<file path="src/common/cfifo_cfg.svh">
// Receive buffer configuration: lane count, per-lane depth and flit width
`ifndef CFIFO_CFG_SVH
`define CFIFO_CFG_SVH

// Number of independent lanes behind the single push port
`define CFIFO_LANES 4

// Entries per lane, which is also the credit count each lane hands out
// The depth must be at least 2
`define CFIFO_DEPTH 4

// Payload bits carried by one flit
`define CFIFO_WIDTH 16

// Derived widths for RAM indices and for occupancy or credit counts
`define CFIFO_ADDR_W $clog2(`CFIFO_DEPTH)
`define CFIFO_CNT_W  $clog2(`CFIFO_DEPTH + 1)

`endif
</file>
<file path="src/common/cfifo_pkg.sv">
// Shared vector types for the multi-lane credit FIFO and its testbench
`include "cfifo_cfg.svh"

package cfifo_pkg;

  // ----------------------------------------------------------
  // Payload and lane addressing
  // ----------------------------------------------------------
  // One flit as it travels from the push port to the pop port
  typedef logic [`CFIFO_WIDTH-1:0] flit_data_t;

  // Lane number as seen on push_lane and pop_lane
  typedef logic [$clog2(`CFIFO_LANES)-1:0] lane_id_t;

  // One bit per lane, used for strobes, credits and stalls
  typedef logic [`CFIFO_LANES-1:0] lane_vec_t;

  // ----------------------------------------------------------
  // Per-lane storage bookkeeping
  // ----------------------------------------------------------
  // Index into a lane's flop RAM
  typedef logic [`CFIFO_ADDR_W-1:0] ram_addr_t;

  // Item count or credit count, wide enough to hold the full depth
  typedef logic [`CFIFO_CNT_W-1:0] lane_cnt_t;

endpackage

</file>
<file path="src/design/push_steer.sv">
// Push steering stage that registers each flit and routes it to its lane
`timescale 1ns/1ps
`include "cfifo_cfg.svh"

module push_steer (
  input  logic                  clk,
  input  logic                  rst_n,
  input  logic                  push_valid,
  input  cfifo_pkg::lane_id_t   push_lane,
  input  cfifo_pkg::flit_data_t push_data,
  output cfifo_pkg::lane_vec_t  lane_push,
  output cfifo_pkg::flit_data_t lane_data
);
  import cfifo_pkg::*;

  lane_vec_t  lane_push_q;
  flit_data_t lane_data_q;
  lane_vec_t  lane_dec;

  // ----------------------------------------------------------
  // Lane decode
  // ----------------------------------------------------------
  // One-hot select of the addressed lane, zero when nothing arrives
  always_comb begin
    lane_dec = '0;
    if (push_valid) begin
      lane_dec[push_lane] = 1'b1;
    end
  end

  // ----------------------------------------------------------
  // Input register
  // ----------------------------------------------------------
  // Strobes are control and clear on reset
  always_ff @(posedge clk) begin
    if (!rst_n) begin
      lane_push_q <= '0;
    end else begin
      lane_push_q <= lane_dec;
    end
  end

  // The payload only matters when a strobe is high
  // Capture it on every push so the RAM write sees a clean flop output
  always_ff @(posedge clk) begin
    if (push_valid) begin
      lane_data_q <= push_data;
    end
  end

  // All lanes share the data bus, only the strobed lane writes it
  assign lane_push = lane_push_q;
  assign lane_data = lane_data_q;

endmodule

</file>
<file path="config.mk">
export PLATFORM = sky130hd
export DESIGN_NAME = push_steer
export DESIGN_NICKNAME = d
export VERILOG_FILES = /design/src/common/cfifo_pkg.sv /design/src/design/push_steer.sv
export VERILOG_INCLUDE_DIRS = /design/src /design/src/common
export SDC_FILE = /design/constraint.sdc
export NUM_CORES = 1
export LEC_CHECK = 0
export BUFFER_PORTS_ARGS = -buffer_cell sky130_fd_sc_hd__buf_2
export CAP_MARGIN = 5
export CORE_MARGIN = 1.5
export CORE_UTILIZATION = 34
export DETAILED_ROUTE_END_ITERATION = 6
export HOLD_SLACK_MARGIN = 0.15
export PLACE_DENSITY = 0.7
export SYNTH_ARGS = -nofsm -noshare
export SYNTH_HDL_FRONTEND = slang
export SYNTH_SLANG_ARGS = --single-unit
</file>
<file path="constraint.sdc">
create_clock -name clk -period 0.8 [get_ports clk]
set_input_delay 0.16 -clock clk [delete_from_list [all_inputs] [get_ports clk]]
set_output_delay 0.16 -clock clk [all_outputs]
set_load 0.01 [all_outputs]
</file>
Word-level counts from Yosys, hierarchy flattened --
Index checks and enable logic that the tools add are counted.
Storage, ports and cells: register bits 20, input bits 21, logic and storage cells 8
Operators by class: order comparisons 2, mux-type cells 2, reductions and logical operators 2
Operators with widths (count):
- 2-bit by 3-bit less-than comparator with 1-bit output (second input constant) | 1
- 1-bit demux with 2-bit select | 1
- 2-bit by 1-bit greater-or-equal comparator with 1-bit output (second input constant) | 1
- 2-bit AND reduction | 1
- 1-bit logical AND | 1
- 1-bit two-way mux | 1

Longest topological paths before layout --
Gate-level depths: netlist of the first run.
depth in word-level cells 4, gate-level depth with buffers 1, mapped depth without buffers 1

Worst setup path before layout of the first run --
OpenSTA, ideal clock, no wires.
kind reg2out, start register lane_data_q[0], in the netlist lane_data[0], end output lane_data[0], data arrival time 0.394 ns, required time 0.640 ns, setup slack 0.246 ns, cell stages (with the launch flop) 1, cell sequence edfxtp_1
RTL lines:
- start, declared | line push_steer.sv:17 | flit_data_t lane_data_q;
- start signal, assigned | line push_steer.sv:47 | lane_data_q <= push_data;
- end, declared | line push_steer.sv:12 | output cfifo_pkg::flit_data_t lane_data
No word-level cell between the ends.

Final worst setup path of the first run --
start register lane_data_q[6], in the netlist lane_data[6], end output lane_data[6]
No word-level cell between the ends.

==> impl_summary.log, run 1 <==
INFO  metric number_of_synthesized_flops_with_an_enable_pin = 16
INFO  metric yosysMostFrequentCell = edfxtp_1
INFO  metric post-route-min-period = 0.990 ns
INFO  metric cp-start-kind = register
INFO  metric synth.top_cells.by_area = edfxtp_1, dfxtp_1, and4b_2, and4bb_2, and4_2
INFO  metric tritoncts_clock_tree = yes
INFO  metric cp_cell_sequence = buf_2
INFO  metric critPathRequiredTime = 0.64 ns
INFO  metric avgSynthCellArea = 25.2 µm²
INFO  metric grt_overflow_total = 0
INFO  metric dieArea = 0.00204 mm²
INFO  metric global_route_wire_length_before_repair = 1.82 mm
INFO  metric maxClockFrequency = 1010 MHz
INFO  metric final.fill_count = 136
INFO  metric grt_start_max_net_pins = 12
INFO  metric route.detailed.wl_per_inst = between 10 and 15 µm
INFO  metric cp_slowest_stage_delay = 0.38 ns
INFO  metric layoutNonFillerInstCount = between 100 and 150
INFO  metric clock_sinks = 20
INFO  metric power_density = 1900 mW/mm²
INFO  metric dpl.hpwl = 902 µm
INFO  metric worst-slew-pin-transition = 0.156 ns
INFO  metric finalCritPeriodShare = 124%
INFO  metric final_max_slew_viol_count = 0
INFO  metric finalHoldViolCount = 0
INFO  metric cts.htree.levels = 1
INFO  metric regArea = 561 µm²
INFO  metric final.hold.worst_slack = 0.181 ns
INFO  metric grt.total_usage = ~14%
INFO  metric postSynthRegisterBits = 20
INFO  metric outcome = finished, violations left
INFO  metric via_count_of_the_first_global_routing_pass = around 420
INFO  metric async_flop_share = 0%
INFO  metric cts.repair.resized = 0
INFO  metric synthCells = 24
INFO  metric netlist_area = approximately 600 µm²
INFO  metric start_util = 35.5%
INFO  metric critical_path_arrival = 0.83 ns
INFO  metric ctsRootBufferMaster = clkbuf_4
INFO  metric worst_setup_timing_slack_at_the_placement_stage = 0.0178 ns
INFO  metric dominantRegCellSynth = edfxtp_1
INFO  metric synth_nets = between 40 and 50
INFO  metric drv_cap = 0
INFO  metric core_area = 0.00171 mm²
INFO  metric layout-drive-gt1-share = 58.1%
INFO  metric setup_viol = 20
INFO  metric detail_route.wirelength = 1.36 mm
INFO  metric synthDominantAreaCellType = edfxtp_1
INFO  metric multi_input_comb_area = about 45 µm²
INFO  metric layout_setup_ws = -0.190 ns
INFO  metric power = ~2.0 mW
INFO  metric yosys_warnings = 0
INFO  metric timing.critical_path.fanout_max = 1
INFO  metric maxSlewHeadroom = about nine tenths
INFO  metric crit_type = register to output pin
INFO  metric rsz0062_at_grt = yes
INFO  metric place.detailed.instances = a little over 90
INFO  metric drt_drc_violations_left = 0
INFO  metric port_buffers = 40
INFO  metric leak_pwr = 0.477 nW
INFO  metric worst_path_dominant_cell_family = flip-flops
INFO  metric yosysTopAreaCellShare = 79.3%
INFO  metric top_level_ports = 41
INFO  metric cts_buffer_count = 3
INFO  metric n_antenna_cell = 0
INFO  metric cp.depth = 1
INFO  metric route.detailed.vias_per_inst = 4.27
INFO  metric cp-startpoint = lane_data[6]
INFO  metric syn_to_final_growth = 77.3%
INFO  metric fp.dieH = around 45 µm
INFO  metric place_area = about 880 µm²
INFO  metric min-delay-path-class = input pin to register
INFO  metric setup.worst_path.end = lane_data[6]
INFO  metric gp_routability_congestion = 0.659
INFO  metric final_net_count = 108
INFO  metric synth_top_cells_by_count = edfxtp_1, dfxtp_1, and4b_2
INFO  metric max-vdd-ir-drop = 1.12 mV
INFO  metric initial_antenna_violation_count = 0
INFO  metric route.antenna.remaining_nets = 0
INFO  metric initialDrtViolationCount = 2
INFO  metric netlist-cell-type-count = 5
INFO  metric rows = 15
INFO  metric failed_checks = setup timing
INFO  metric crit_path_end_kind = output pin
INFO  metric stdcell_area = 0.00107 mm²
INFO  metric drt-pass1-iter-count = 3
INFO  metric num_vias = 474
INFO  metric postCtsSetupRepairBufs = 0
INFO  metric cp_num_buf_inv = 1
INFO  metric utilization = between 60% and 70%
INFO  metric cts.reportedPaths.clkPinSlew = 0.11 ns
INFO  metric setup_tns = -3.04 ns
INFO  metric width_of_the_die = 45.2 µm
INFO  metric slowest_stage = edfxtp_1
INFO  metric cts_max_path_buffers = 2
INFO  metric seq_area_frac_synth = 92.6%
==> final cells by class <==
type | instances | share of cell area, %
clock buffer | 4 | 3.38
multi-input combinational | 4 | 4.20
sequential | 20 | 52.2
tap | 25 | 2.91
timing repair buffer | 58 | 37.3
==> metal layers <==
layer | share of wire (%) | track usage (%) | vias up | routed length [µm]
li1 | - | - | 223 | -
met1 | 34 | 13.5 | 219 | 455
met2 | 55 | 25.4 | 28 | 753
met3 | 7.4 | 4.00 | 4 | 101
met4 | 3.4 | 7.06 | 0 | 46
met5 | 0 | 0 | - | 0
==> logic make-up after synthesis <==
group,synth area share (%)
flops,92.6
simple gates,7.44
==> flip-flops by register name (all words and copies together) (netlist names) <==
register,count
lane_data,16
lane_push,4
==> worst min path at each step <==
stage | startpoint | end | slack, ns | cells past startpoint
4_1_cts | push_lane[1] | lane_push[3] | 0.16 | 2
3_3_place_gp | push_data[11] | lane_data[11] | 0.34 | 1
2_1_floorplan | push_data[0] | lane_data[0] | 0.26 | 0
5_1_grt | push_lane[1] | lane_push[3] | 0.17 | 2
6_report | push_lane[1] | lane_push[3] | 0.18 | 2
3_5_place_dp | push_data[5] | lane_data[5] | 0.34 | 1
==> placed cells by master (no fill, tap or decap), drive strengths merged <==
cell	netlist	layout
and4b	2	2
buf	0	42
clkbuf	0	4
and4bb	1	1
and4	1	1
dlygate4sd3	0	16
dfxtp	4	4
edfxtp	16	16
==> report_power, final <==
group	total [mW]	switching, mW	internal, mW
sequential	1.21	0.0157	1.20
combinational	0.264	0.110	0.154
clock	0.560	0.283	0.277
total	2.04	0.408	1.63
==> repair_timing <==
action	4_1_cts	5_1_grt
hold buffers	16	0
setup endpoints to repair	20	20
hold endpoints to repair	16	0
gates cloned	0	0
Note: power is estimated with default switching activity, not from simulation.
==> run 2, diff against run 1 <==
--- a/config.mk
+++ b/config.mk
@@ -12,7 +12,7 @@
 export CORE_UTILIZATION = 34
 export DETAILED_ROUTE_END_ITERATION = 6
 export HOLD_SLACK_MARGIN = 0.15
-export PLACE_DENSITY = 0.7
+export PLACE_DENSITY = 0.79
 export SYNTH_ARGS = -nofsm -noshare
 export SYNTH_HDL_FRONTEND = slang
 export SYNTH_SLANG_ARGS = --single-unit
==> run 2 against run 1 <==
Compared with the run above: the run still ends with setup timing left; non-clock buffer count shrank 1; clock power fell by 2%; final area down 1.9%; critical path depth stayed put; first-iteration DRC count rose to 3.5 times the previous value; die area unchanged; worst hold slack worse by 0.017 ns; largest power group unchanged.
==> impl_summary.log, run 2 (synthesis gave the netlist of run 1 again) <==
INFO  metric initial_antenna_violation_count = 0
INFO  metric grt_start_max_net_pins = 16
INFO  metric pwr-share-clk = 27.2%
INFO  metric cts.reportedPaths.clkPinSlew = 0.10 ns
INFO  metric layout-drive-gt1-share = 57.6%
INFO  metric gp_routability_congestion = 0.711
INFO  metric global_route_wire_length_before_repair = approximately 2.1 mm
INFO  metric cp-start-kind = register
INFO  metric worst_path_dominant_cell_family = flip-flops
INFO  metric dieArea = 0.00204 mm²
INFO  metric final_max_slew_viol_count = 0
INFO  metric leak_pwr = 0.468 nW
INFO  metric cts_buffer_count = 3
INFO  metric most_common_cell_after_layout_fill_and_taps_aside = buf_2
INFO  metric place.detailed.instances = 90
INFO  metric detail_route.wirelength = between 1 and 1.5 mm
INFO  metric cts_max_path_buffers = 2
INFO  metric critical_path_arrival = 0.85 ns
INFO  metric power.net_switching = 401 µW
INFO  metric netSwitchingFraction = 19.8%
INFO  metric outcome = finished, violations left
INFO  metric fp.dieH = 45.2 µm
INFO  metric worst-slew-pin-transition = 0.132 ns
INFO  metric cp_slowest_stage_delay = 0.41 ns
INFO  metric finalCritPeriodShare = 126%
INFO  metric maxClockFrequency = around 990 MHz
INFO  metric cp_cell_sequence = buf_2
INFO  metric cts.htree.levels = 1
INFO  metric power_density = 1920 mW/mm²
INFO  metric layoutNonFillerInstCount = 110
INFO  metric initialDrtViolationCount = 7
INFO  metric drt-pass1-iter-count = 4
INFO  metric ctsRootBufferMaster = clkbuf_4
INFO  metric crit_path_end_kind = output pin
INFO  metric failed_checks = setup timing
INFO  metric rsz0062_at_grt = yes
INFO  metric slowest_stage = edfxtp_1
INFO  metric layout_setup_ws = -0.210 ns
INFO  metric grt.total_usage = 15.1%
INFO  metric setup_viol = 20
INFO  metric cp_num_buf_inv = 1
INFO  metric timing.critical_path.fanout_max = 1
INFO  metric maxSlewHeadroom = about nine tenths
INFO  metric route.antenna.remaining_nets = 0
INFO  metric crit_type = register to output pin
INFO  metric drv_cap = 0
INFO  metric via_count_of_the_first_global_routing_pass = between 500 and 600
INFO  metric dpl.hpwl = approximately 930 µm
INFO  metric power.share.sequential = 60.1%
INFO  metric most-common-layout-cells = buf_2, dlygate4sd3_1, edfxtp_1, dfxtp_1, clkbuf_4
INFO  metric finalHoldViolCount = 0
INFO  metric start_util = 35.5%
INFO  metric core_area = between 0.0015 and 0.002 mm²
INFO  metric power_frac_comb = between 10% and 20%
INFO  metric route.detailed.wl_per_inst = 12.9 µm
INFO  metric syn_to_final_growth = 74.0%
INFO  metric width_of_the_die = 45.2 µm
INFO  metric final_net_count = ~110
INFO  metric clock_sinks = 20
INFO  metric top_level_ports = 41
INFO  metric drt_drc_violations_left = 0
INFO  metric flip_flop_count_of_the_largest_register_after_layout = 16
INFO  metric postCtsHoldBufs = 16
INFO  metric p_int = 1.62 mW
INFO  metric port_buffers = 40
INFO  metric n_antenna_cell = 0
INFO  metric num_vias = 464
INFO  metric worst_setup_timing_slack_at_the_placement_stage = 0.0347 ns
INFO  metric max-vdd-ir-drop = 1.04 mV
INFO  metric critPathRequiredTime = 0.64 ns
INFO  metric tritoncts_clock_tree = yes
INFO  metric final.hold.worst_slack = 0.164 ns
INFO  metric min-delay-path-class = input pin to register
INFO  metric grt_overflow_total = 0
INFO  metric rows = 15
INFO  metric route.detailed.vias_per_inst = 4.22
INFO  metric post-route-min-period = slightly above 1 ns
run 2: cell count changes in the layout (fill, tap and decap cells not counted), sizes merged:
| cell | before | now |
|---|---|---|
| buf | 42 | 41 |
run 2: final cells by class:
cell class	instances	area, µm²
Multi-Input combinational cell	4	45.0
Tap cell	25	31.3
Sequential cell	20	561
Fill cell	122	654
Clock buffer	4	36.3
Timing Repair Buffer	57	380
run 2: path summary, 6_finish.rpt:
kind / from / to / slack [ns] / cells past startpoint
worst min-delay path: push_valid / lane_data[7] / 0.16 / 1
worst max-delay path: lane_data[7] / lane_data[7] / -0.21 / 1
run 2: routing by layer:
layer	vias to the layer above	GRT usage, %	wire, µm
li1	219	-	-
met1	204	13.7	546
met2	41	28.6	702
met3	0	6.00	165
met4	0	7.06	0
met5	-	0	0
run 2: repair_timing:
item | 4_1_cts | 5_1_grt
endpoints found under the hold margin | 17 | 1
setup endpoints to repair | 20 | 20
gates resized for setup | 0 | 0
pin swaps | 0 | 0
setup buffers | 0 | 0
run 2: power by group through the flow:
stage / clock [mW] / sequential, mW / combinational [mW]
after global routing: 0.630 / 1.22 / 0.277
after floorplan: 0 / 1.28 / 0.00677
after detailed placement: 0 / 1.24 / 0.193
final: 0.551 / 1.22 / 0.255
after CTS: 0.581 / 1.22 / 0.254
after global placement: 0 / 1.24 / 0.189
run 2: per-stage QoR:
stage	setup TNS [ns]	utilization (%)	instance area, µm²	power [mW]
2_1_floorplan	0	-	606	1.29
3_5_place_dp	0	50.2	857	1.43
4_1_cts	-3.35	61.7	1050	2.05
3_3_place_gp	0	50.2	857	1.43
6_report	-2.99	61.7	1050	2.02
5_1_grt	-4.11	61.7	1050	2.13
