**src/common/cfifo_cfg.svh**
```systemverilog
// Receive buffer configuration: lane count, per-lane depth and flit width
`ifndef CFIFO_CFG_SVH
`define CFIFO_CFG_SVH

// Number of independent lanes behind the single push port
`define CFIFO_LANES 4

// Entries per lane, which is also the credit count each lane hands out
// The depth must be at least 2
`define CFIFO_DEPTH 4

// Payload bits carried by one flit
`define CFIFO_WIDTH 16

// Derived widths for RAM indices and for occupancy or credit counts
`define CFIFO_ADDR_W $clog2(`CFIFO_DEPTH)
`define CFIFO_CNT_W  $clog2(`CFIFO_DEPTH + 1)

`endif
```
**src/common/cfifo_pkg.sv**
```systemverilog
// Shared vector types for the multi-lane credit FIFO and its testbench
`include "cfifo_cfg.svh"

package cfifo_pkg;

  // ----------------------------------------------------------
  // Payload and lane addressing
  // ----------------------------------------------------------
  // One flit as it travels from the push port to the pop port
  typedef logic [`CFIFO_WIDTH-1:0] flit_data_t;

  // Lane number as seen on push_lane and pop_lane
  typedef logic [$clog2(`CFIFO_LANES)-1:0] lane_id_t;

  // One bit per lane, used for strobes, credits and stalls
  typedef logic [`CFIFO_LANES-1:0] lane_vec_t;

  // ----------------------------------------------------------
  // Per-lane storage bookkeeping
  // ----------------------------------------------------------
  // Index into a lane's flop RAM
  typedef logic [`CFIFO_ADDR_W-1:0] ram_addr_t;

  // Item count or credit count, wide enough to hold the full depth
  typedef logic [`CFIFO_CNT_W-1:0] lane_cnt_t;

endpackage

```
**src/common/ram_port_if.sv**
```systemverilog
// One-write one-read port bundle between a lane controller and its flop RAM
`timescale 1ns/1ps
`include "cfifo_cfg.svh"

interface ram_port_if;
  import cfifo_pkg::*;

  // Write side, sampled by the RAM on the rising clock edge
  logic       wr_en;
  ram_addr_t  wr_addr;
  flit_data_t wr_data;

  // Read side, rd_data follows rd_addr combinationally
  ram_addr_t  rd_addr;
  flit_data_t rd_data;

  // Controller view, everything but the read data is driven from here
  modport ctrl (
    output wr_en, wr_addr, wr_data, rd_addr,
    input  rd_data
  );

  // Storage view, only the read data comes back out
  modport mem (
    input  wr_en, wr_addr, wr_data, rd_addr,
    output rd_data
  );

endinterface

```
**src/cfifo/cfifo_lane.sv**
```systemverilog
// Single lane FIFO controller with credit return toward the sender
`timescale 1ns/1ps
`include "cfifo_cfg.svh"

module cfifo_lane (
  input  logic                  clk,
  input  logic                  rst_n,
  input  logic                  push,
  input  cfifo_pkg::flit_data_t push_data,
  input  logic                  credit_stall,
  output logic                  push_credit,
  output logic                  pop_valid,
  input  logic                  pop_ready,
  output cfifo_pkg::flit_data_t pop_data
);
  import cfifo_pkg::*;

  // Highest RAM index, the pointers wrap back to zero after it
  localparam ram_addr_t last_addr = ram_addr_t'(`CFIFO_DEPTH - 1);
  // Full depth expressed in count width
  localparam lane_cnt_t depth_cnt = lane_cnt_t'(`CFIFO_DEPTH);

  ram_addr_t wr_ptr_q;
  ram_addr_t rd_ptr_q;
  lane_cnt_t item_cnt_q;
  lane_cnt_t credit_cnt_q;
  logic      credit_live_q;
  logic      pop;

  // Bundle to the flop RAM, this side drives the ctrl modport signals
  ram_port_if ram ();

  // ----------------------------------------------------------
  // Storage path
  // ----------------------------------------------------------
  // Every push goes into the RAM; there is no bypass to the pop side
  assign ram.wr_en   = push;
  assign ram.wr_addr = wr_ptr_q;
  assign ram.wr_data = push_data;
  assign ram.rd_addr = rd_ptr_q;

  // Head of the queue is always on the read port
  assign pop_valid = (item_cnt_q != '0);
  assign pop_data  = ram.rd_data;
  assign pop       = pop_valid && pop_ready;

  always_ff @(posedge clk) begin
    if (!rst_n) begin
      wr_ptr_q   <= '0;
      rd_ptr_q   <= '0;
      item_cnt_q <= '0;
    end else begin
      if (push) begin
        wr_ptr_q <= (wr_ptr_q == last_addr) ? '0 : wr_ptr_q + 1'b1;
      end
      if (pop) begin
        rd_ptr_q <= (rd_ptr_q == last_addr) ? '0 : rd_ptr_q + 1'b1;
      end
      // A push and a pop in the same cycle leave the count unchanged
      item_cnt_q <= item_cnt_q + lane_cnt_t'(push) - lane_cnt_t'(pop);
    end
  end

  // ----------------------------------------------------------
  // Credit loop
  // ----------------------------------------------------------
  // The counter starts full, so the sender gets one credit per entry
  // Credits stay quiet for the first cycle out of reset
  assign push_credit = credit_live_q && (credit_cnt_q != '0) && !credit_stall;

  always_ff @(posedge clk) begin
    if (!rst_n) begin
      credit_cnt_q  <= depth_cnt;
      credit_live_q <= 1'b0;
    end else begin
      credit_live_q <= 1'b1;
      // A popped entry returns its credit on the same edge that frees it
      credit_cnt_q  <= credit_cnt_q + lane_cnt_t'(pop) - lane_cnt_t'(push_credit);
    end
  end

  cfifo_ram i_cfifo_ram (
    .clk (clk),
    .ram (ram)
  );

  // ----------------------------------------------------------
  // Checks
  // ----------------------------------------------------------
  // A sender that honours its credits can never overfill the lane
  a_no_push_when_full: assert property (@(posedge clk) disable iff (!rst_n)
    push |-> (item_cnt_q != depth_cnt));

  // Returned credits plus unspent credits never exceed the storage
  a_credit_bounded: assert property (@(posedge clk) disable iff (!rst_n)
    credit_cnt_q <= depth_cnt);

  // The head entry must not be overwritten while the pop side waits
  a_pop_data_stable: assert property (@(posedge clk) disable iff (!rst_n)
    pop_valid && !pop_ready |=> pop_valid && $stable(pop_data));

endmodule

```
**src/cfifo/cfifo_ram.sv**
```systemverilog
// Flop-based storage with one registered write port and one combinational read
`timescale 1ns/1ps
`include "cfifo_cfg.svh"

module cfifo_ram (
  input logic       clk,
  ram_port_if.mem   ram
);
  import cfifo_pkg::*;

  // One payload word per lane entry
  flit_data_t mem_q [`CFIFO_DEPTH];

  // ----------------------------------------------------------
  // Write port
  // ----------------------------------------------------------
  // The written word becomes visible on the read port one cycle later
  always_ff @(posedge clk) begin
    if (ram.wr_en) begin
      mem_q[ram.wr_addr] <= ram.wr_data;
    end
  end

  // ----------------------------------------------------------
  // Read port
  // ----------------------------------------------------------
  // Combinational lookup of the entry at the controller's read pointer
  assign ram.rd_data = mem_q[ram.rd_addr];

  // ----------------------------------------------------------
  // Checks
  // ----------------------------------------------------------
  // The controller's pointer wrap must keep writes inside the array
  a_wr_addr_in_range: assert property (@(posedge clk)
    ram.wr_en |-> (int'(ram.wr_addr) < `CFIFO_DEPTH));

endmodule

```
**config.mk**
```make
export PLATFORM = sky130hd
export DESIGN_NAME = cfifo_lane
export DESIGN_NICKNAME = d
export VERILOG_FILES = /design/src/common/cfifo_pkg.sv /design/src/common/ram_port_if.sv /design/src/cfifo/cfifo_lane.sv /design/src/cfifo/cfifo_ram.sv
export VERILOG_INCLUDE_DIRS = /design/src /design/src/common
export SDC_FILE = /design/constraint.sdc
export NUM_CORES = 1
export LEC_CHECK = 0
export ABC_AREA = 1
export ABC_CLOCK_PERIOD_IN_PS = 4210
export BUFFER_PORTS_ARGS = -buffer_cell sky130_fd_sc_hd__buf_2
export CORE_MARGIN = 4
export CORE_UTILIZATION = 60
export CTS_CLUSTER_DIAMETER = 150
export DETAILED_ROUTE_END_ITERATION = 7
export GPL_TIMING_DRIVEN = 0
export PLACE_DENSITY = 0.89
export SYNTH_ARGS = -nofsm -noshare
export SYNTH_HDL_FRONTEND = slang
export SYNTH_SLANG_ARGS = --single-unit
```
**constraint.sdc**
```tcl
create_clock -name clk -period 4.21 [get_ports clk]
set_clock_uncertainty 0.2 [all_clocks]
set_input_delay 0.842 -clock clk [delete_from_list [all_inputs] [get_ports clk]]
set_output_delay 0.842 -clock clk [all_outputs]
set_load 0.005 [all_outputs]
```
Word level (Yosys, flattened, before mapping):

Memory sizes are Yosys's and may differ from the RTL's. A register that Yosys moved wholly into a read port is not among the register bits.
Cells that the tools add are included.
W data, S select, Z words.

* multiply operators: 0
* bitwise operators: 0
* shift-type cells: 0
* $lt $le $gt $ge: 0
* add/subtract/negate cells: 6
* mux-type cells: 7
* reduce and logical (&&, ||, !) cells: 6
* equal/unequal tests: 2
* divide/modulo/power cells: 0

Operator list (number)
* $mux W2: 4
* $add A3 B1 Y3: 2
* $reduce_bool A3 Y1: 2
* $sub A3 B1 Y3: 2
* $add A2 B1 Y2 const B: 2
* $eq A2 B2 Y1 const B: 2
* $logic_and A1 B1 Y1: 3
* $mux W1: 3
* $logic_not A1 Y1: 1

* bits in writable memories: 64
* register bits: 11
* memories: 1
* word-level logic and storage cells: 27
* bits in latches: 0
* bits in read-only memories: 0

Memories
* i_cfifo_ram.mem_q: words 4, bits a word 16, read ports 1, clocked after Yosys merged registers in 1, wr ports 1, RTL line cfifo_ram.sv:12 `` flit_data_t mem_q [`CFIFO_DEPTH]; ``

Logic depth before layout (Yosys ltp):

Gate-level depths: netlist (run 1).

* word-level depth: 4
* mapped depth: 11
* mapped depth without buffers: 11

By module:

Synthesis (run 1) repeated with hierarchy kept, for this count alone.

* cells, all modules: 330
* area total of the unflattened synthesis: 3352.0 sq um

Modules (own cells, without submodules)
* cfifo_ram: area each 2758.9 sq um, cells an instance 259, times used 1, sequential area each 1921.8 sq um
* cfifo_lane: area each 593.1 sq um, cells an instance 71, times used 1, sequential area each 220.2 sq um

Worst setup path after synthesis (run 1):

No wires, ideal clock.

* path kind: input -> register
* start: input port pop_ready
* end: register item_cnt_q[2]
* stages on the path: 8
* path buffers: 0
* setup slack: 1.935 ns
* data arrival time: 1.962 ns
* path through: nand2_1 inv_1 ha_1 inv_1 ha_1 fa_1 nor2_1 nor2_1

* longest elaborated chain between the ends: 2

Ends and longest elaborated chain
* from (decl): RTL line cfifo_lane.sv:13 `input logic pop_ready,`
* $logic_and A1 B1 Y1: RTL line cfifo_lane.sv:45 `assign pop = pop_valid && pop_ready;`
* net pop: RTL line cfifo_lane.sv:28 `logic pop;`
* $sub A3 B1 Y3: RTL line cfifo_lane.sv:60 `item_cnt_q <= item_cnt_q + lane_cnt_t'(push) - lane_cnt_t'(pop);`
* to (signal assigned): RTL line cfifo_lane.sv:60
* to (decl): RTL line cfifo_lane.sv:25 `lane_cnt_t item_cnt_q;`

The timed path passes the listed nets, and every way through them passes these cells.
A chain may end at the register's enable or synchronous reset.

==> impl_metrics.json, run 1 <==
{
  "outcome": "completed",
  "via_per_inst": 5.31,
  "path_cells": "buf_2 -> nor2_1 -> o22ai_1 -> buf_2",
  "fin_crit_ps": 2550,
  "grt_pass1_vias": 1902,
  "drt-wirelength-per-cell_um": 16.2,
  "synth_area_per_cell_um2": 12.8,
  "num_antenna_cells": 0,
  "critPathMaxFanout": 10,
  "cts_buffer_depth": 2,
  "gr-total-overflow": 0,
  "ys_warn_count": 0,
  "critical_path_arrival_ps": 1510,
  "cts-resized-gates": 0,
  "yosysTopAreaCellShare_pct": 63.7,
  "gp_congestion": 0.753,
  "drtPass1Iterations": 4,
  "p_sw_share_pct": 29.7,
  "drcViolationCount": 0,
  "ant_nets": 0,
  "fillers": 322,
  "grt_usage_pct": 19.9,
  "setup_viol": 0,
  "clockRootBuffer": "clkbuf_8",
  "crit_path_end_kind": "output port",
  "htreeDepth": 3,
  "relSlewSlack_pct": 50.3,
  "comb_power_share_pct": 26.0,
  "p_seq_share_pct": 45.7,
  "cpPeakStageDelay_ps": 440,
  "pwr-share-clk_pct": 28.3,
  "synth_cell_types": 20,
  "syn-num-nets": 268,
  "synthCells": 236,
  "clock_sinks": 77,
  "holdBufCountCts": 0,
  "cts_inserted_buffers": 9,
  "rsz0062_at_grt": "false",
  "start_kind": "flip-flop",
  "num_rows": 25,
  "yosysSeqAreaShare_pct": 72.3,
  "grt_pass1_wl_um": 9020,
  "crit_top_cell": "buf_2",
  "drtIter0Drc": 137,
  "fin_crit_sh_pct": 60.6,
  "core_area_um2": 4790,
  "final_max_slew_viol_count": 0,
  "synth_top_area_cell": "edfxtp_1",
  "io_buffers": 38,
  "ios": 39,
  "synth_commonest_cells": "64 x edfxtp_1, 40 x nor2_1, 28 x o21ai_1",
  "dieHeight_um": 78.9,
  "power.density_nw_per_um2": 586,
  "cp_slowest_cell": "dfxtp_1",
  "fin_nets": 317,
  "synth_seq_cells": 77,
  "hold_path.class": "flip-flop to flip-flop",
  "dominantRegCellSynth": "edfxtp_1",
  "p_sw_uw": 608,
  "place_hpwl_um": 3660,
  "yosysMostFrequentCell": "edfxtp_1",
  "p_int_uw": 1440,
  "via_count": 1890,
  "p_leak_uw": 0.00141,
  "maxCapViolations": 0,
  "tns_ps": 0,
  "antenna_found_initial": 0,
  "hold_viol": 0,
  "cp.required_ps": 3170,
  "clk_latency_ps": 340,
  "die_area_um2": 6230,
  "synth-edff-count": 64,
  "synthTopCellsByArea": "edfxtp_1 64%, dfxtp_1 8.6%, nor2_1 5.0%",
  "fmax_ghz": 0.392,
  "grt_max_degree": 17,
  "clk_pin_slew_ps": 70,
  "start_util_pct": 63.1,
  "synth_area_um2": 3020,
  "tightest_slew_ps": 744,
  "crit_type": "flip-flop to output port",
  "peakVddDrop_uv": 508,
  "synth-async-reset-ratio_pct": 0,
  "post_cts_buffers": 0,
  "area_growth_pct": 15.9,
  "drive_above_1_share_pct": 22.5,
  "cts_tree": "built",
  "fp.dieW_um": 78.9,
  "final_core_util_pct": 73.1,
  "routed_wl_um": 5770
}
[metrics by stage]
stage	hold WS (ps)	cells	setup WS, ps	total power (uW)	area, um2
global placement	311	341	1740	1460	3290
detailed placement	343	341	1740	1480	3290
floorplan	283	236	1940	1280	3020
global route	384	356	1550	2160	3500
finish	349	356	1660	2050	3500
CTS	352	356	1640	2060	3500
[cell usage in the layout (no fill, tap or decap), types with 4 or more instances in the layout]
master	n
o21ai_0	6
nor2_1	40
inv_1	20
edfxtp_1	64
ha_1	9
o22ai_1	16
clkbuf_8	9
dfxtp_1	13
buf_2	45
o21ai_1	28
inv_2	4
nand2_1	16
[state kept, by name, summed over array words and instances, names as in the netlist, named ones only]
register / flops
i_cfifo_ram.mem_q: 64
credit_cnt_q: 3
item_cnt_q: 3
ram.rd_addr: 2
ram.wr_addr: 2
credit_live_q: 1
[logic make-up after synthesis]
| group | count (synthesis) | share of synthesized area [%] |
|---|---|---|
| XOR/XNOR | 2 | 0.580 |
| adder cells (fa/ha/maj) | 11 | 5.06 |
| AND/OR/NAND/NOR | 59 | 7.58 |
| AO/OA/AOI/OAI | 54 | 9.86 |
| buffers and inverters | 33 | 4.64 |
| flip-flops | 77 | 72.3 |
[layer usage]
layer  global-route usage (%)  share of wire, %  vias to the layer above
met4                     8.08               2.0                        0
met2                     31.1                48                       63
met1                     25.3                43                      890
met5                        0                 0                        -
met3                     7.37               7.4                       12
li1                         -                 -                      925
[power groups by stage]
stage / Sequential (uW) / Combinational (uW) / Clock [uW]
2_1_floorplan: 939 / 345 / 0
3_3_place_gp: 947 / 509 / 0
3_5_place_dp: 951 / 529 / 0
4_1_cts: 936 / 537 / 589
5_1_grt: 941 / 602 / 620
6_report: 936 / 533 / 580
[area by class of cell]
cell class	instances	area (um2)	share of cell area, %
clock buffers	11	131	3.76
repair buffers	38	190	5.44
plain buffers	9	50.0	1.43
clock inverters	4	73.8	2.11
multi-input cells	126	697	19.9
flip-flops and latches	77	2180	62.4
well taps	67	83.8	2.40
inverters	24	90.1	2.58
[worst max-delay path, delay by kind of cell (launching register included)]
kind	cells	cell delay, ps
flip-flops	1	440
buffers and inverters	2	460
AO/OA/AOI/OAI	1	200
AND/OR/NAND/NOR	1	90
[worst paths after layout]
kind,cells past startpoint,from,to,slack [ps]
setup / recovery,4,flip-flop,pop_data[2],1660
hold / removal,2,ram.wr_addr[1],ram.wr_addr[1],350
setup reg to reg,8,credit_cnt_q[1],credit_cnt_q[2],2130
hold reg to reg,2,ram.wr_addr[1],ram.wr_addr[1],350
Note: power is estimated with default switching activity, not from simulation.
==> run 2: changes to the inputs <==
ABC_CLOCK_PERIOD_IN_PS = 2390   (was 4210)
CORE_UTILIZATION = 56   (was 60)
PLACE_DENSITY = 0.85   (was 0.89)
clock period = 2.39 ns   (was 4.21 ns; I/O delays follow)
==> impl_metrics.json, run 2 (synthesis gave the netlist of run 1 again) <==
{
  "outcome": "completed",
  "via_per_inst": 5.30,
  "area_growth_pct": 17.1,
  "post_cts_buffers": 0,
  "grt_pass1_wl_um": 9270,
  "htreeDepth": 3,
  "clockRootBuffer": "clkbuf_8",
  "peakVddDrop_uv": 571,
  "core_area_um2": 5170,
  "cts-resized-gates": 0,
  "rsz0062_at_grt": "false",
  "ant_nets": 0,
  "hold_viol": 0,
  "fin_nets": 317,
  "fmax_ghz": 0.446,
  "critPathMaxFanout": 10,
  "num_antenna_cells": 0,
  "place_hpwl_um": 3680,
  "power.density_nw_per_um2": 1060,
  "drcViolationCount": 0,
  "cts_tree": "built",
  "tns_ps": 0,
  "io_buffers": 38,
  "fillers": 353,
  "largestRegisters": "i_cfifo_ram.mem_q x64, credit_cnt_q x3, item_cnt_q x3",
  "ios": 39,
  "holdBufCountCts": 0,
  "num_rows": 26,
  "fp.dieW_um": 81.4,
  "crit_path_end_kind": "output port",
  "clk_pin_slew_ps": 80,
  "drtIter0Drc": 189,
  "grt_max_degree": 17,
  "grt_pass1_vias": 1974,
  "p_leak_uw": 0.00142,
  "relSlewSlack_pct": 51.6,
  "fin_crit_ps": 2240,
  "layout_commonest_cell": "edfxtp_1",
  "dieHeight_um": 81.4,
  "fin_crit_sh_pct": 93.8,
  "crit_type": "flip-flop to output port",
  "cp.required_ps": 1710,
  "die_area_um2": 6630,
  "largest_reg_flops": 64,
  "gp_congestion": 0.764,
  "drt-wirelength-per-cell_um": 16.3,
  "clock_sinks": 77,
  "start_kind": "flip-flop",
  "setup_viol": 0,
  "via_count": 1908,
  "routed_wl_um": 5880,
  "clk_latency_ps": 340,
  "tightest_slew_ps": 725,
  "cts_inserted_buffers": 9,
  "drive_above_1_share_pct": 22.8,
  "hold_path.class": "primary input to flip-flop",
  "drtPass1Iterations": 4,
  "final_cell_mix": "64 x edfxtp_1, 45 x buf_2, 40 x nor2_1",
  "maxCapViolations": 0,
  "critical_path_arrival_ps": 1560,
  "cts_buffer_depth": 2,
  "holdWs_ps": 45.8,
  "final_max_slew_viol_count": 0,
  "start_util_pct": 58.4,
  "top_register": "i_cfifo_ram.mem_q",
  "gr-total-overflow": 0,
  "grt_usage_pct": 19.8,
  "antenna_found_initial": 1
}
-- run 2: routing by layer --
| layer | vias up | share of wire, % | GRT usage [%] |
|---|---|---|---|
| li1 | 929 | - | - |
| met5 | - | 0.12 | 0 |
| met3 | 13 | 6.3 | 5.15 |
| met2 | 71 | 50 | 32.8 |
| met1 | 893 | 41 | 23.7 |
| met4 | 2 | 2.2 | 10.5 |
-- run 2: final timing paths --
check / cells past startpoint / startpoint / endpoint / slack [ps]
setup reg to reg: 10 / item_cnt_q[1] / item_cnt_q[1] / 150
hold / removal: 1 / rst_n / credit_live_q / 50
hold reg to reg: 2 / ram.rd_addr[1] / ram.rd_addr[1] / 330
setup / recovery: 5 / flip-flop / pop_data[5] / 150
-- run 2: final cells by class --
type | instances | area (um2) | share of cell area (%)
Buffer | 9 | 50.0 | 1.42
Clock buffer | 10 | 128 | 3.61
Clock inverter | 6 | 111 | 3.15
Inverter | 24 | 90.1 | 2.55
Multi-Input combinational cell | 126 | 697 | 19.7
Sequential cell | 77 | 2180 | 61.7
Tap cell | 70 | 87.6 | 2.48
Timing Repair Buffer | 38 | 190 | 5.38
-- run 2: critical path: stages (launching register included) --
cell	delay, ps
dfxtp_1	410
inv_2	150
buf_2	250
o21ai_1	110
o22ai_1	160
buf_2	150
-- run 2: power by group --
part / internal, uW / switching [uW]
logic: 385 / 576
clock network: 694 / 463
registers: 1570 / 74.7
total: 2650 / 1110
-- run 2: per-stage QoR --
step | setup slack [ps] | std cells | total power (uW) | util [%] | area, um2
floorplan | 433 | 236 | 2260 | - | 3020
global placement | 287 | 344 | 2570 | 63.7 | 3300
CTS | 163 | 360 | 3780 | 68.4 | 3540
global route | 57.8 | 360 | 3970 | 68.4 | 3540
detailed placement | 253 | 344 | 2620 | 63.7 | 3300
finish | 148 | 360 | 3770 | 68.4 | 3540
==> run 3: changes to the inputs <==
ABC_AREA = not set   (was 1)
==> impl_metrics.json, run 3 <==
{
  "tns_ps": 0,
  "clockRootBuffer": "clkbuf_8",
  "dieHeight_um": 81.4,
  "via_per_inst": 5.38,
  "crit_path_end_kind": "output port",
  "synth_area_per_cell_um2": 20.5,
  "place_hpwl_um": 3390,
  "hold_viol": 0,
  "drtPass1Iterations": 4,
  "synthXorXnorAreaFrac_pct": 1.58,
  "syn-num-nets": 179,
  "drcViolationCount": 0,
  "grt_pass1_wl_um": 8000,
  "drtIter0Drc": 107,
  "routed_wl_um": 5120,
  "yosysMostFrequentCell": "edfxtp_1",
  "synthTopCellsByArea": "edfxtp_1 64%, dfxtp_1 8.6%, mux4_2 7.5%",
  "largestRegisters": "i_cfifo_ram.mem_q x64, credit_cnt_q x3, item_cnt_q x3",
  "num_rows": 26,
  "io_buffers": 38,
  "grt_max_degree": 17,
  "synth_top_area_cell": "edfxtp_1",
  "area_growth_pct": 16.4,
  "die_area_um2": 6620,
  "layout_commonest_cell": "edfxtp_1",
  "final_cell_mix": "64 x edfxtp_1, 39 x buf_2, 13 x dfxtp_1",
  "tightest_slew_ps": 847,
  "drt-wirelength-per-cell_um": 18.9,
  "relSlewSlack_pct": 43.5,
  "rsz0062_at_grt": "false",
  "synthCells": 147,
  "synth_top_family_by_area": "multiplexers",
  "fin_crit_ps": 2320,
  "ys_warn_count": 0,
  "post_cts_buffers": 0,
  "clock_sinks": 77,
  "num_antenna_cells": 0,
  "worst_r2r_path_depth": 7,
  "yosysTopAreaCellShare_pct": 63.8,
  "crit_type": "flip-flop to output port",
  "comb_power_share_pct": 22.1,
  "cts_buffer_depth": 2,
  "power.density_nw_per_um2": 973,
  "grt_pass1_vias": 1632,
  "synth_cell_types": 23,
  "cts_inserted_buffers": 9,
  "worst-path-buf-inv": 3,
  "synth-compound-area-share_pct": 0.457,
  "synth_commonest_cells": "64 x edfxtp_1, 13 x dfxtp_1, 11 x inv_1",
  "p_sw_uw": 833,
  "gp_congestion": 0.651,
  "setup_viol": 0,
  "synth-edff-count": 64,
  "htreeDepth": 3,
  "final_max_slew_viol_count": 0,
  "hold_path.class": "primary input to flip-flop",
  "synth_area_um2": 3010,
  "dominantRegCellSynth": "edfxtp_1",
  "clk_latency_ps": 330,
  "final_core_util_pct": 67.8,
  "path_depth": 4,
  "yosysSeqAreaShare_pct": 72.4,
  "cp.required_ps": 1710,
  "cpPeakStageDelay_ps": 510,
  "maxCapViolations": 0,
  "fp.dieW_um": 81.4,
  "synthMuxAreaShare_pct": 13.7,
  "synth_seq_cells": 77,
  "cp_slowest_cell": "mux4_2",
  "fin_crit_sh_pct": 96.9,
  "largest_reg_flops": 64,
  "start_kind": "flip-flop",
  "outcome": "completed",
  "p_leak_uw": 0.00131,
  "ant_nets": 0,
  "critical-path-top-delay-family": "multiplexers",
  "core_area_um2": 5170,
  "cts_tree": "built",
  "peakVddDrop_uv": 477,
  "fmax_ghz": 0.432,
  "fin_nets": 228,
  "antenna_found_initial": 0,
  "rr_endpoint": "item_cnt_q[2]",
  "top_register": "i_cfifo_ram.mem_q",
  "via_count": 1457,
  "r2r_start": "item_cnt_q[1]",
  "worstSetupEndpoint": "pop_data[9]",
  "post_synth_fa_ha_maj_area_fraction_pct": 5.06,
  "start_util_pct": 58.3,
  "p_seq_share_pct": 47.4,
  "clk_pin_slew_ps": 70,
  "grt_usage_pct": 17.3,
  "synth-async-reset-ratio_pct": 0,
  "pwr-share-clk_pct": 30.5,
  "gr-total-overflow": 0,
  "p_sw_share_pct": 24.4,
  "synth-simple-area-share_pct": 3.82,
  "r2r_slack_ps": 230,
  "critical_path_arrival_ps": 1640,
  "p_int_uw": 2580,
  "drive_above_1_share_pct": 34.8,
  "path_cells": "buf_6 -> buf_12 -> mux4_2 -> buf_2",
  "ios": 39,
  "critPathMaxFanout": 10,
  "min-delay-start": "rst_n"
}
run 3: cell count changes in the layout (fill, tap and decap cells not counted), moves of 3 or more:
cell,before,now
nand2_1,16,4
and2_1,0,8
o21ai_1,28,0
mux2i_1,0,3
o22ai_1,16,0
mux4_1,0,6
o21ai_0,6,0
nor2_1,40,2
mux4_2,0,10
inv_2,4,0
inv_1,20,11
buf_2,45,39
run 3: worst min-delay path by stage:
| stage | to | slack, ps | depth (start not counted) |
|---|---|---|---|
| floorplan | flip-flop | 260 | 2 |
| global placement | ram.rd_addr[1] | 280 | 2 |
| detailed placement | ram.rd_addr[1] | 300 | 2 |
| CTS | credit_live_q | 50 | 1 |
| global route | credit_live_q | 50 | 1 |
| finish | credit_live_q | 60 | 1 |
run 3: logic make-up after synthesis:
kind of cell               after synthesis
AOI/OAI and AO/OA                        2
xor gates and xnor gates                 2
adders and majority gates               11
buffers and inverters                   16
DFF                                     77
muxes                                   19
and+or+nand+nor                         20
run 3: per-stage QoR:
stage,instance area (um2),std cells,setup WS (ps),power [uW],hold slack [ps]
after floorplan,3010,147,284,2160,261
after global placement,3290,255,149,2340,279
after detailed placement,3290,255,79.2,2410,300
after CTS,3510,271,34.8,3450,51.3
after global routing,3510,271,10.5,3570,50.8
final,3510,271,74.4,3420,64.9
run 3: timing repair:
item / 4_1_cts / 5_1_grt
hold buffers: 0 / 0
setup endpoints to repair: 0 / 2
gates resized for setup: 0 / 1
run 3: metal layers:
layer / vias up / track usage, % / wire length [um]
li1: 667 / - / -
met1: 728 / 19.0 / 1960
met2: 44 / 30.2 / 2760
met3: 18 / 4.21 / 245
met4: 0 / 10.1 / 155
met5: - / 0 / 0
run 3: area by class of cell:
type | count | area [um2]
multi-input cells | 54 | 742
well taps | 70 | 87.6
inverters | 11 | 41.3
clock inverters | 6 | 86.3
fillers | 339 | 1660
flip-flops and latches | 77 | 2180
clock buffers | 10 | 128
repair buffers | 38 | 190
plain buffers | 5 | 51.3
run 3: power by group through the flow:
stage	clock [uW]	sequential, uW	combinational (uW)
floorplan	0	1630	530
global placement	0	1640	708
detailed placement	0	1650	763
CTS	1060	1620	772
global route	1110	1630	828
finish	1040	1620	756
